==> src/design/bridge_macros.svh <==
`ifndef BRIDGE_MACROS_SVH
`define BRIDGE_MACROS_SVH

// AXI byte address width
`define BRIDGE_ADDR_W 12

// Data bus width
`define BRIDGE_DATA_W 32

// One strobe bit per data byte
`define BRIDGE_STRB_W 4

// Low address bits dropped for Wishbone word addressing
`define BRIDGE_WORD_LSB 2

// Reads always fetch the whole word
`define BRIDGE_READ_SEL {`BRIDGE_STRB_W{1'b1}}

`endif

==> src/design/axi_lite_pkg.sv <==
`default_nettype none

`include "bridge_macros.svh"

package axi_lite_pkg;

   // Only OKAY and SLVERR are produced by the bridge
   typedef enum logic [1:0] {
      AXI_OKAY   = 2'b00,
      AXI_SLVERR = 2'b10
   } axi_resp_e;

   // AW and AR beats
   typedef struct packed {
      logic [`BRIDGE_ADDR_W-1:0] addr;
   } axi_addr_t;

   typedef struct packed {
      logic [`BRIDGE_DATA_W-1:0] data;
      logic [`BRIDGE_STRB_W-1:0] strb;
   } axi_w_t;

   typedef struct packed {
      axi_resp_e resp;
   } axi_b_t;

   typedef struct packed {
      logic [`BRIDGE_DATA_W-1:0] data;
      axi_resp_e                 resp;
   } axi_r_t;

endpackage

`default_nettype wire

==> src/design/wb_pkg.sv <==
`default_nettype none

`include "bridge_macros.svh"

package wb_pkg;

   // Master side of one classic Wishbone cycle
   typedef struct packed {
      logic [`BRIDGE_ADDR_W-`BRIDGE_WORD_LSB-1:0] adr;
      logic [`BRIDGE_DATA_W-1:0]                  dat;
      logic [`BRIDGE_STRB_W-1:0]                  sel;
      logic                                       we;
      logic                                       stb;
   } wb_req_t;

   // Slave answer, ack or err ends the cycle
   typedef struct packed {
      logic [`BRIDGE_DATA_W-1:0] dat;
      logic                      ack;
      logic                      err;
   } wb_rsp_t;

endpackage

`default_nettype wire

==> src/design/axi_chan_slot.sv <==
`default_nettype none

module axi_chan_slot #(
   parameter type payload_t = logic
) (
   input  logic     i_clk,
   input  logic     i_rst,
   // Upstream side
   input  logic     i_valid,
   input  payload_t i_data,
   output logic     o_ready,
   // Downstream side
   output logic     o_valid,
   output payload_t o_data,
   input  logic     i_ready
);

   logic     full;
   logic     live;
   payload_t data_q;

   // Holds readies low until the cycle after reset
   always_ff @(posedge i_clk) begin
      if (i_rst) begin
         live <= 1'b0;
         full <= 1'b0;
      end else begin
         live <= 1'b1;
         if (i_valid && o_ready) begin
            full <= 1'b1;
         end else if (full && i_ready) begin
            full <= 1'b0;
         end
      end
   end

   always_ff @(posedge i_clk) begin
      if (i_valid && o_ready) begin
         data_q <= i_data;
      end
   end

   assign o_ready = live && !full;
   assign o_valid = full;
   assign o_data  = data_q;

   // Payload held while the consumer stalls
   a_hold_stable: assert property (@(posedge i_clk) disable iff (i_rst)
      o_valid && !i_ready |=> o_valid && $stable(o_data));

endmodule

`default_nettype wire

==> src/design/axi_wb_bridge_top.sv <==
`default_nettype none

module axi_wb_bridge_top (
   input  logic                    i_clk,
   input  logic                    i_rst,
   // AXI4-Lite slave
   input  logic                    i_awvalid,
   input  axi_lite_pkg::axi_addr_t i_aw,
   output logic                    o_awready,
   input  logic                    i_wvalid,
   input  axi_lite_pkg::axi_w_t    i_w,
   output logic                    o_wready,
   input  logic                    i_arvalid,
   input  axi_lite_pkg::axi_addr_t i_ar,
   output logic                    o_arready,
   output logic                    o_bvalid,
   output axi_lite_pkg::axi_b_t    o_b,
   input  logic                    i_bready,
   output logic                    o_rvalid,
   output axi_lite_pkg::axi_r_t    o_r,
   input  logic                    i_rready,
   // Wishbone master
   output wb_pkg::wb_req_t         o_wb_req,
   input  wb_pkg::wb_rsp_t         i_wb_rsp
);

   // Slot to sequencer links
   logic aw_valid, w_valid, ar_valid;
   logic aw_pop, w_pop, ar_pop;
   logic b_push, r_push;
   logic b_empty, r_empty;

   axi_lite_pkg::axi_addr_t aw_q;
   axi_lite_pkg::axi_w_t    w_q;
   axi_lite_pkg::axi_addr_t ar_q;
   axi_lite_pkg::axi_b_t    b_d;
   axi_lite_pkg::axi_r_t    r_d;

   axi_chan_slot #(.payload_t(axi_lite_pkg::axi_addr_t)) aw_slot (
      .i_clk, .i_rst,
      .i_valid(i_awvalid), .i_data(i_aw), .o_ready(o_awready),
      .o_valid(aw_valid), .o_data(aw_q), .i_ready(aw_pop)
   );

   axi_chan_slot #(.payload_t(axi_lite_pkg::axi_w_t)) w_slot (
      .i_clk, .i_rst,
      .i_valid(i_wvalid), .i_data(i_w), .o_ready(o_wready),
      .o_valid(w_valid), .o_data(w_q), .i_ready(w_pop)
   );

   axi_chan_slot #(.payload_t(axi_lite_pkg::axi_addr_t)) ar_slot (
      .i_clk, .i_rst,
      .i_valid(i_arvalid), .i_data(i_ar), .o_ready(o_arready),
      .o_valid(ar_valid), .o_data(ar_q), .i_ready(ar_pop)
   );

   axi_chan_slot #(.payload_t(axi_lite_pkg::axi_b_t)) b_slot (
      .i_clk, .i_rst,
      .i_valid(b_push), .i_data(b_d), .o_ready(b_empty),
      .o_valid(o_bvalid), .o_data(o_b), .i_ready(i_bready)
   );

   axi_chan_slot #(.payload_t(axi_lite_pkg::axi_r_t)) r_slot (
      .i_clk, .i_rst,
      .i_valid(r_push), .i_data(r_d), .o_ready(r_empty),
      .o_valid(o_rvalid), .o_data(o_r), .i_ready(i_rready)
   );

   axi_wb_sequencer seq (
      .i_clk, .i_rst,
      .i_aw_valid(aw_valid), .i_aw(aw_q), .o_aw_ready(aw_pop),
      .i_w_valid(w_valid), .i_w(w_q), .o_w_ready(w_pop),
      .i_ar_valid(ar_valid), .i_ar(ar_q), .o_ar_ready(ar_pop),
      .o_b_valid(b_push), .o_b(b_d), .i_b_ready(b_empty),
      .o_r_valid(r_push), .o_r(r_d), .i_r_ready(r_empty),
      .o_wb_req, .i_wb_rsp
   );

endmodule

`default_nettype wire

==> src/design/axi_wb_sequencer.sv <==
`default_nettype none

`include "bridge_macros.svh"

module axi_wb_sequencer (
   input  logic                  i_clk,
   input  logic                  i_rst,
   // Inbound slots
   input  logic                  i_aw_valid,
   input  axi_lite_pkg::axi_addr_t i_aw,
   output logic                  o_aw_ready,
   input  logic                  i_w_valid,
   input  axi_lite_pkg::axi_w_t  i_w,
   output logic                  o_w_ready,
   input  logic                  i_ar_valid,
   input  axi_lite_pkg::axi_addr_t i_ar,
   output logic                  o_ar_ready,
   // Outbound slots, ready means empty
   output logic                  o_b_valid,
   output axi_lite_pkg::axi_b_t  o_b,
   input  logic                  i_b_ready,
   output logic                  o_r_valid,
   output axi_lite_pkg::axi_r_t  o_r,
   input  logic                  i_r_ready,
   // Wishbone master
   output wb_pkg::wb_req_t       o_wb_req,
   input  wb_pkg::wb_rsp_t       i_wb_rsp
);

   typedef enum logic [1:0] {
      IDLE,
      WB_WRITE,
      WB_READ
   } state_e;

   state_e state;
   logic   wr_prio;

   logic wr_elig;
   logic rd_elig;
   logic grant_wr;
   logic grant_rd;
   logic wb_done;

   logic [`BRIDGE_ADDR_W-`BRIDGE_WORD_LSB-1:0] req_adr;
   logic [`BRIDGE_DATA_W-1:0]                  req_dat;
   logic [`BRIDGE_STRB_W-1:0]                  req_sel;
   logic                                       req_we;
   logic                                       req_stb;

   axi_lite_pkg::axi_resp_e resp;

   // A request is eligible only if its response has somewhere to go
   assign wr_elig = i_aw_valid && i_w_valid && i_b_ready;
   assign rd_elig = i_ar_valid && i_r_ready;

   assign grant_wr = (state == IDLE) && wr_elig && (!rd_elig || wr_prio);
   assign grant_rd = (state == IDLE) && rd_elig && !grant_wr;

   // Pop the inbound slots on the grant edge
   assign o_aw_ready = grant_wr;
   assign o_w_ready  = grant_wr;
   assign o_ar_ready = grant_rd;

   assign wb_done = i_wb_rsp.ack || i_wb_rsp.err;

   always_ff @(posedge i_clk) begin
      if (i_rst) begin
         state   <= IDLE;
         wr_prio <= 1'b1;
         req_stb <= 1'b0;
         req_we  <= 1'b0;
      end else begin
         case (state)
            IDLE: begin
               if (grant_wr) begin
                  state   <= WB_WRITE;
                  req_stb <= 1'b1;
                  req_we  <= 1'b1;
               end else if (grant_rd) begin
                  state   <= WB_READ;
                  req_stb <= 1'b1;
                  req_we  <= 1'b0;
               end
               // Alternate only when both kinds competed
               if (wr_elig && rd_elig) begin
                  wr_prio <= !wr_prio;
               end
            end
            WB_WRITE, WB_READ: begin
               if (wb_done) begin
                  state   <= IDLE;
                  req_stb <= 1'b0;
                  req_we  <= 1'b0;
               end
            end
            default: begin
               state <= IDLE;
            end
         endcase
      end
   end

   // Request payload, loaded at grant
   always_ff @(posedge i_clk) begin
      if (grant_wr) begin
         req_adr <= i_aw.addr[`BRIDGE_ADDR_W-1:`BRIDGE_WORD_LSB];
         req_dat <= i_w.data;
         req_sel <= i_w.strb;
      end else if (grant_rd) begin
         req_adr <= i_ar.addr[`BRIDGE_ADDR_W-1:`BRIDGE_WORD_LSB];
         req_sel <= `BRIDGE_READ_SEL;
      end
   end

   assign o_wb_req.adr = req_adr;
   assign o_wb_req.dat = req_dat;
   assign o_wb_req.sel = req_sel;
   assign o_wb_req.we  = req_we;
   assign o_wb_req.stb = req_stb;

   // err wins over ack
   assign resp = i_wb_rsp.err ? axi_lite_pkg::AXI_SLVERR : axi_lite_pkg::AXI_OKAY;

   // Response pushed on the edge that samples ack or err
   assign o_b_valid = (state == WB_WRITE) && wb_done;
   assign o_b.resp  = resp;
   assign o_r_valid = (state == WB_READ) && wb_done;
   assign o_r.data  = i_wb_rsp.dat;
   assign o_r.resp  = resp;

   a_req_stable: assert property (@(posedge i_clk) disable iff (i_rst)
      req_stb && !wb_done |=> req_stb && $stable(o_wb_req));

   a_ack_err_excl: assert property (@(posedge i_clk) disable iff (i_rst)
      req_stb |-> !(i_wb_rsp.ack && i_wb_rsp.err));

endmodule

`default_nettype wire

==> config.mk <==
export PLATFORM = sky130hd
export DESIGN_NAME = axi_wb_bridge_top
export DESIGN_NICKNAME = d
export VERILOG_FILES = /design/src/design/axi_lite_pkg.sv /design/src/design/wb_pkg.sv /design/src/design/axi_chan_slot.sv /design/src/design/axi_wb_bridge_top.sv /design/src/design/axi_wb_sequencer.sv
export VERILOG_INCLUDE_DIRS = /design/src /design/src/design
export SDC_FILE = /design/constraint.sdc
export NUM_CORES = 1
export LEC_CHECK = 0
export BUFFER_PORTS_ARGS = -buffer_cell sky130_fd_sc_hd__buf_4
export CORE_ASPECT_RATIO = 0.9
export CORE_UTILIZATION = 54
export CTS_BUF_LIST = sky130_fd_sc_hd__clkbuf_8
export CTS_CLUSTER_SIZE = 24
export DETAILED_ROUTE_END_ITERATION = 10
export PLACE_DENSITY = 0.87
export SLEW_MARGIN = 0
export SYNTH_ARGS = -nofsm -noshare
export SYNTH_HDL_FRONTEND = slang
export SYNTH_SLANG_ARGS = --single-unit
==> constraint.sdc <==
create_clock -name i_clk -period 3.6 [get_ports i_clk]
set_clock_uncertainty 0.15 [all_clocks]
set_input_delay 0.54 -clock i_clk [delete_from_list [all_inputs] [get_ports i_clk]]
set_output_delay 0.54 -clock i_clk [all_outputs]
set_load 0.02 [all_outputs]
==> results of run 1 <==
-- layout make-up --
type,count,area [um2]
Timing Repair Buffer,185,1390
Clock buffer,17,234
Inverter,6,22.5
Multi-Input combinational cell,64,502
Sequential cell,147,4300
Clock inverter,15,180
Tap cell,119,149
Fill cell,482,1910
-- logic make-up after synthesis --
family | after synthesis | synth area share [%]
multiplexers | 10 | 2.54
AO/OA/AOI/OAI | 17 | 2.87
buffers and inverters | 13 | 1.64
AND/OR/NAND/NOR | 31 | 3.74
adder cells (fa/ha/maj) | 3 | 0.769
other | 1 | 0.0768
XOR/XNOR | 1 | 0.179
flip-flops | 147 | 88.2
-- sequential cells by signal (all words and copies together) (netlist names), 2 cells and up --
register	count
aw_slot.o_data	10
seq.req_adr	10
seq.state	2
r_slot.o_data	33
seq.req_dat	32
w_slot.o_data	36
ar_slot.o_data	10
seq.req_sel	4
-- synth_stat cells, drive strengths merged --
cell type and count:
edfxtp 136, dfxtp 11, mux2 10, buf 7
inv 6, nand2 6, or2 6, a21oi 5
nor2b 5, nor2 4, and2 3, and4b 3
ha 3, o21a 2, o21ai 2, a211o 1
a211oi 1, a311o 1, a31oi 1, and3b 1
conb 1, nand3 1, nand3b 1, nand4 1
o211ai 1, o221a 1, o311ai 1, o41ai 1
xor2 1
-- per-layer routing --
metal | up-vias | track usage [%] | wire length, um | part of all wire (%)
li1 | 1257 | - | - | -
met2 | 109 | 36.8 | 5280 | 56
met3 | 10 | 6.33 | 461 | 4.9
met1 | 1261 | 23.9 | 3580 | 38
met4 | 0 | 9.52 | 143 | 1.5
met5 | - | 0 | 0 | 0
-- path summary, 6_finish.rpt --
path | start | endpoint | slack, ns | cells after the start
worst max-delay path | seq.state[0]$_SDFFE_PP0P_ | seq.req_dat[14]$_DFFE_PP_ | 1.23 | 6
worst min-delay path | i_w[1] | w_slot.o_data[1]$_DFFE_PP_ | 0.13 | 1
worst max register to register | seq.state[0]$_SDFFE_PP0P_ | seq.req_dat[14]$_DFFE_PP_ | 1.23 | 6
worst min register to register | w_slot.o_data[27]$_DFFE_PP_ | seq.req_dat[23]$_DFFE_PP_ | 0.27 | 0
-- power groups by stage --
stage	Combinational [mW]	Sequential, mW	Clock, mW
2_1_floorplan	0.0621	1.99	0
3_3_place_gp	0.191	1.97	0
3_5_place_dp	0.198	1.98	0
4_1_cts	0.199	1.94	1.33
5_1_grt	0.212	1.94	1.40
6_report	0.198	1.94	1.31
-- through the flow --
stage                     setup WS, ns  std cells
after detailed placement          1.29        521
final                             1.23        553
after floorplan                   1.32        224
after CTS                         1.24        553
after global placement            1.35        521
after global routing              1.08        553
==> results_dict.tcl, run 1 <==
set metrics [dict create \
    core_area_um2 8690 \
    whs_ns 0.130 \
    min_period_ns 2.37 \
    rows 32 \
    critPathMaxFanout 32 \
    synth_cell_types 33 \
    vias 2637 \
    ctsHoldBuffers 0 \
    placed_cell_area_um2 6370 \
    initial_utilization_pct 56.2 \
    drv_cap 0 \
    numCtsBuffers 17 \
    design_area_um2 6780 \
    finalCritPeriodShare_pct 65.8 \
    timing.setup.tns_ns 0 \
    place_hpwl_mm 6.83 \
    slew_violations 0 \
    finalSetupViolCount 0 \
    crit_family "buffers and inverters" \
    grt_max_degree 38 \
    hold_path_class "input port to register" \
    cp.arrival_ns 2.29 \
    critPathKind "register to register" \
    pwr_density_cell_nw_per_um2 509 \
    fp.dieW_um 102 \
    cts_setup_buffers 0 \
    drive_gt1_share_pct 53.7 \
    clk_pin_slew_ns 0.09 \
    grt.overflow.total 0 \
    worstSkewPairLatency_ns 0.43 \
    ios 190 \
    path_buf_inv 3 \
    hold_viol_final 0 \
    netlist_area_um2 4880 \
    grt_pass1_wl_mm 14.0 \
    syn_inst 223 \
    drcViolationCount 0 \
    worst_pin_slew_ns 0.848 \
    status "completed" \
    grt_usage_pct 21.2 \
    ys_ff_latch 147 \
    power_switching_mw 0.729 \
    synth_top_area_cell "edfxtp_1" \
    grt_antenna_before_repair 0 \
    clkSinkCount 147 \
    slowest_stage "and4b_1" \
    p_leak_nw 2.66 \
    syn_area_per_cell_um2 21.9 \
    n_antenna_cell 0 \
    power.internal_mw 2.72 \
    total_power_mw 3.45 \
    irDropWorstVdd_mv 0.335 \
    cts_buffer_depth 2 \
    startpoint_type "register" \
    yosysWarnings 0 \
    pwr-share-clk_pct 38.0 \
    syn2layout_area_growth_pct 38.9 \
    cts_resized 0 \
    path_cells "inv_1 > ha_1 > and4b_1 > o211ai_4 > inv_1 > buf_4" \
    final_cell_mix "buf_4 (185), edfxtp_1 (136), clkbuf_8 (17), dfxtp_1 (11)" \
    die-area_um2 9420 \
    worstPathRequired_ns 3.52 \
    wirelength_mm 9.46 \
    wl_per_cell_um 17.1 \
    gp_congestion 0.817 \
    yosysSeqAreaShare_pct 88.2 \
    layout.cells.most_common "buf_4" \
    antenna_left 0 \
    die_h_um 92.2 \
    relSlewSlack_pct 43.5 \
    rsz0062_at_grt "false" \
    root_buffer "clkbuf_8" \
    drt_iter0_markers 95 \
    p_comb_share_pct 5.8 \
    synth_top_area_share_pct 83.7 \
    critPathMaxStageDelay_ns 0.38 \
    drt-pass1-iter-count 4 \
    place.port_buffers 183 \
    crit_top_cell "inv_1" \
    final_util_pct 78.0 \
    vias_per_cell 4.77 \
    worstSetupEndpointType "register" \
    grt_pass1_vias 2665 \
    clock.fmax_ghz 0.422 \
    switching_share_pct 21.1 \
    h-tree-depth 4 \
    nets 525 \
    cts_tree "yes" \
    synthTopCellsByArea "edfxtp_1 (84%), dfxtp_1 (4.5%), mux2_2 (1.6%), mux2_4 (0.92%), ha_1 (0.77%)" \
    p_seq_share_pct 56.2 \
]
Note: power is estimated with default switching activity, not from simulation.
==> run 2: changes to the inputs <==
--- a/config.mk
+++ b/config.mk
@@ -6,13 +6,14 @@
 export SDC_FILE = /design/constraint.sdc
 export NUM_CORES = 1
 export LEC_CHECK = 0
+export ABC_AREA = 1
 export BUFFER_PORTS_ARGS = -buffer_cell sky130_fd_sc_hd__buf_4
 export CORE_ASPECT_RATIO = 0.9
-export CORE_UTILIZATION = 54
+export CORE_UTILIZATION = 45
 export CTS_BUF_LIST = sky130_fd_sc_hd__clkbuf_8
 export CTS_CLUSTER_SIZE = 24
 export DETAILED_ROUTE_END_ITERATION = 10
-export PLACE_DENSITY = 0.87
+export PLACE_DENSITY = 0.78
 export SLEW_MARGIN = 0
 export SYNTH_ARGS = -nofsm -noshare
 export SYNTH_HDL_FRONTEND = slang
==> constraint.sdc (replaced) <==
create_clock -name i_clk -period 2.13 [get_ports i_clk]
set_clock_uncertainty 0.15 [all_clocks]
set_input_delay 0.3195 -clock i_clk [delete_from_list [all_inputs] [get_ports i_clk]]
set_output_delay 0.3195 -clock i_clk [all_outputs]
set_load 0.02 [all_outputs]
==> results_dict.tcl, run 2 <==
set metrics [dict create \
    status "finished, violations left" \
    violations "DRC" \
    cts_buffer_depth 2 \
    drive_gt1_share_pct 40.6 \
    cp.arrival_ns 2.08 \
    wirelength_mm 10.9 \
    place.port_buffers 183 \
    final_cell_mix "buf_4 (187), edfxtp_1 (136), dlygate4sd3_1 (91), nand2_1 (49), clkbuf_8 (17)" \
    synth_cell_types 22 \
    synth_top_area_cell "edfxtp_1" \
    p_leak_nw 3.12 \
    p_seq_share_pct 54.8 \
    met2_length_mm 6.06 \
    hold_path_class "input port to register" \
    clk_pin_slew_ns 0.08 \
    core_area_um2 10400 \
    ys_top_cells_by_count "edfxtp_1 (136), nand2_1 (49), inv_1 (15)" \
    synthTopCellsByArea "edfxtp_1 (84%), dfxtp_1 (4.5%), nand2_1 (3.8%), inv_1 (1.2%), nor2_1 (1.1%)" \
    startpoint_type "register" \
    met1Wirelength_mm 3.96 \
    grt_usage_pct 20.3 \
    grt.overflow.total 0 \
    ios 190 \
    synth_edf_count 136 \
    initial_utilization_pct 46.8 \
    worstSetupEndpointType "register" \
    dp.cells 578 \
    syn2layout_area_growth_pct 59.9 \
    layout.cells.most_common "buf_4" \
    syn_area_per_cell_um2 18.3 \
    slew_violations 0 \
    ys_ff_latch 147 \
    drt-pass1-iter-count 10 \
    place_hpwl_mm 6.44 \
    wl_met3_um 705 \
    worstPathRequired_ns 2.34 \
    n_antenna_cell 0 \
    rows 35 \
    yosysWarnings 0 \
    netlist_area_um2 4860 \
    power_switching_mw 1.27 \
    clkSinkCount 147 \
    wl_per_cell_um 15.6 \
    clock.fmax_ghz 0.535 \
    die-area_um2 11200 \
    fp.dieW_um 112 \
    rsz0062_at_grt "false" \
    synth_most_common_cell "edfxtp_1" \
    finalCritPeriodShare_pct 87.8 \
    worstSkewPairLatency_ns 0.42 \
    routed.top_layer "met4" \
    grt_pass1_vias 3276 \
    grt_antenna_before_repair 0 \
    h-tree-depth 4 \
    min_period_ns 1.87 \
    die_h_um 101 \
    vias 3162 \
    final_cells 700 \
    pre_cts_slack_ns 0.278 \
    syn_inst 265 \
    drt_iter0_markers 176 \
    hold_viol_final 0 \
    largest_reg_flops 36 \
    drv_cap 0 \
    numCtsBuffers 17 \
    pwr_density_cell_nw_per_um2 768 \
    gp_congestion 0.784 \
    pwr-share-clk_pct 37.3 \
    finalSetupViolCount 0 \
    grt_max_degree 37 \
    power.internal_mw 4.69 \
    grt_pass1_wl_mm 16.6 \
    async_reset_ff_share_pct 0 \
    timing.setup.tns_ns 0 \
    synth_top_area_share_pct 84.0 \
    irDropWorstVdd_mv 0.733 \
    switching_share_pct 21.3 \
    p_comb_share_pct 7.9 \
    yosysSeqAreaShare_pct 88.5 \
    critPathMaxFanout 21 \
    cts_tree "yes" \
    critPathKind "register to register" \
    whs_ns 0.0341 \
    nets 663 \
    antenna_left 0 \
    timing.final.ws_setup_ns 0.261 \
    root_buffer "clkbuf_8" \
    drcViolationCount 15 \
    vias_per_cell 4.52 \
    ys.flop_type "edfxtp_1" \
]
[run 2: power by group through the flow]
stage / combinational [mW] / clock (mW) / sequential, mW
after global placement: 0.323 / 0 / 3.33
after floorplan: 0.0936 / 0 / 3.36
after detailed placement: 0.332 / 0 / 3.33
after CTS: 0.470 / 2.27 / 3.27
final: 0.474 / 2.22 / 3.27
after global routing: 0.507 / 2.38 / 3.28
[run 2: repair_timing]
item,in CTS,in global routing
endpoints found under the hold margin,100,0
buffers inserted,0,0
resized for setup,0,0
hold buffers,91,0
[run 2: layout make-up]
class	count	area (um2)
sequential	147	4300
fill	611	2610
timing repair buffer	281	2370
multi-input combinational	96	455
clock buffer	17	234
clock inverter	14	179
tap	129	161
inverter	16	63.8
[run 2: layer usage]
layer,vias up,GRT usage [%]
li1,1531,-
met1,1491,21.2
met2,123,38.4
met3,17,5.71
met4,0,8.52
met5,-,0
[run 2: final timing paths]
kind,endpoint,start,slack [ns],depth (start not counted)
setup / recovery,seq.state[0]$_SDFFE_PP0P_,seq.state[0]$_SDFFE_PP0P_,0.26,9
hold / removal,r_slot.o_valid$_SDFFE_PP0P_,i_rready,0.03,4
setup reg to reg,seq.state[0]$_SDFFE_PP0P_,seq.state[0]$_SDFFE_PP0P_,0.26,9
hold reg to reg,seq.req_dat[26]$_DFFE_PP_,w_slot.o_data[30]$_DFFE_PP_,0.27,0
[run 2: per-stage QoR]
step | cell area [um2] | total power [mW] | utilization [%]
4_1_cts | 7770 | 6.01 | 74.9
5_1_grt | 7770 | 6.17 | 74.9
3_3_place_gp | 6450 | 3.65 | 62.1
2_1_floorplan | 4870 | 3.45 | -
3_5_place_dp | 6450 | 3.67 | 62.1
6_report | 7770 | 5.97 | 74.9
[run 2: worst max-delay path, stage by stage, from the launching register on]
cell and delay, ns:
dfxtp_1 0.33, inv_1 0.08, ha_1 0.21, inv_1 0.11, nor2_4 0.11, nand2_2 0.09, nor2_4 0.15, buf_4 0.29
nand3_1 0.14, a21oi_2 0.15
[run 2: cells by family (layout without fill, tap and decap cells)]
family,count (synthesis),count (layout),share of synthesized area [%]
compound gates,11,11,1.26
fa+ha+maj,3,3,0.772
buf+inv,23,328,2.26
flops,147,147,88.5
other cells,1,2,0.0771
simple gates,80,80,7.08
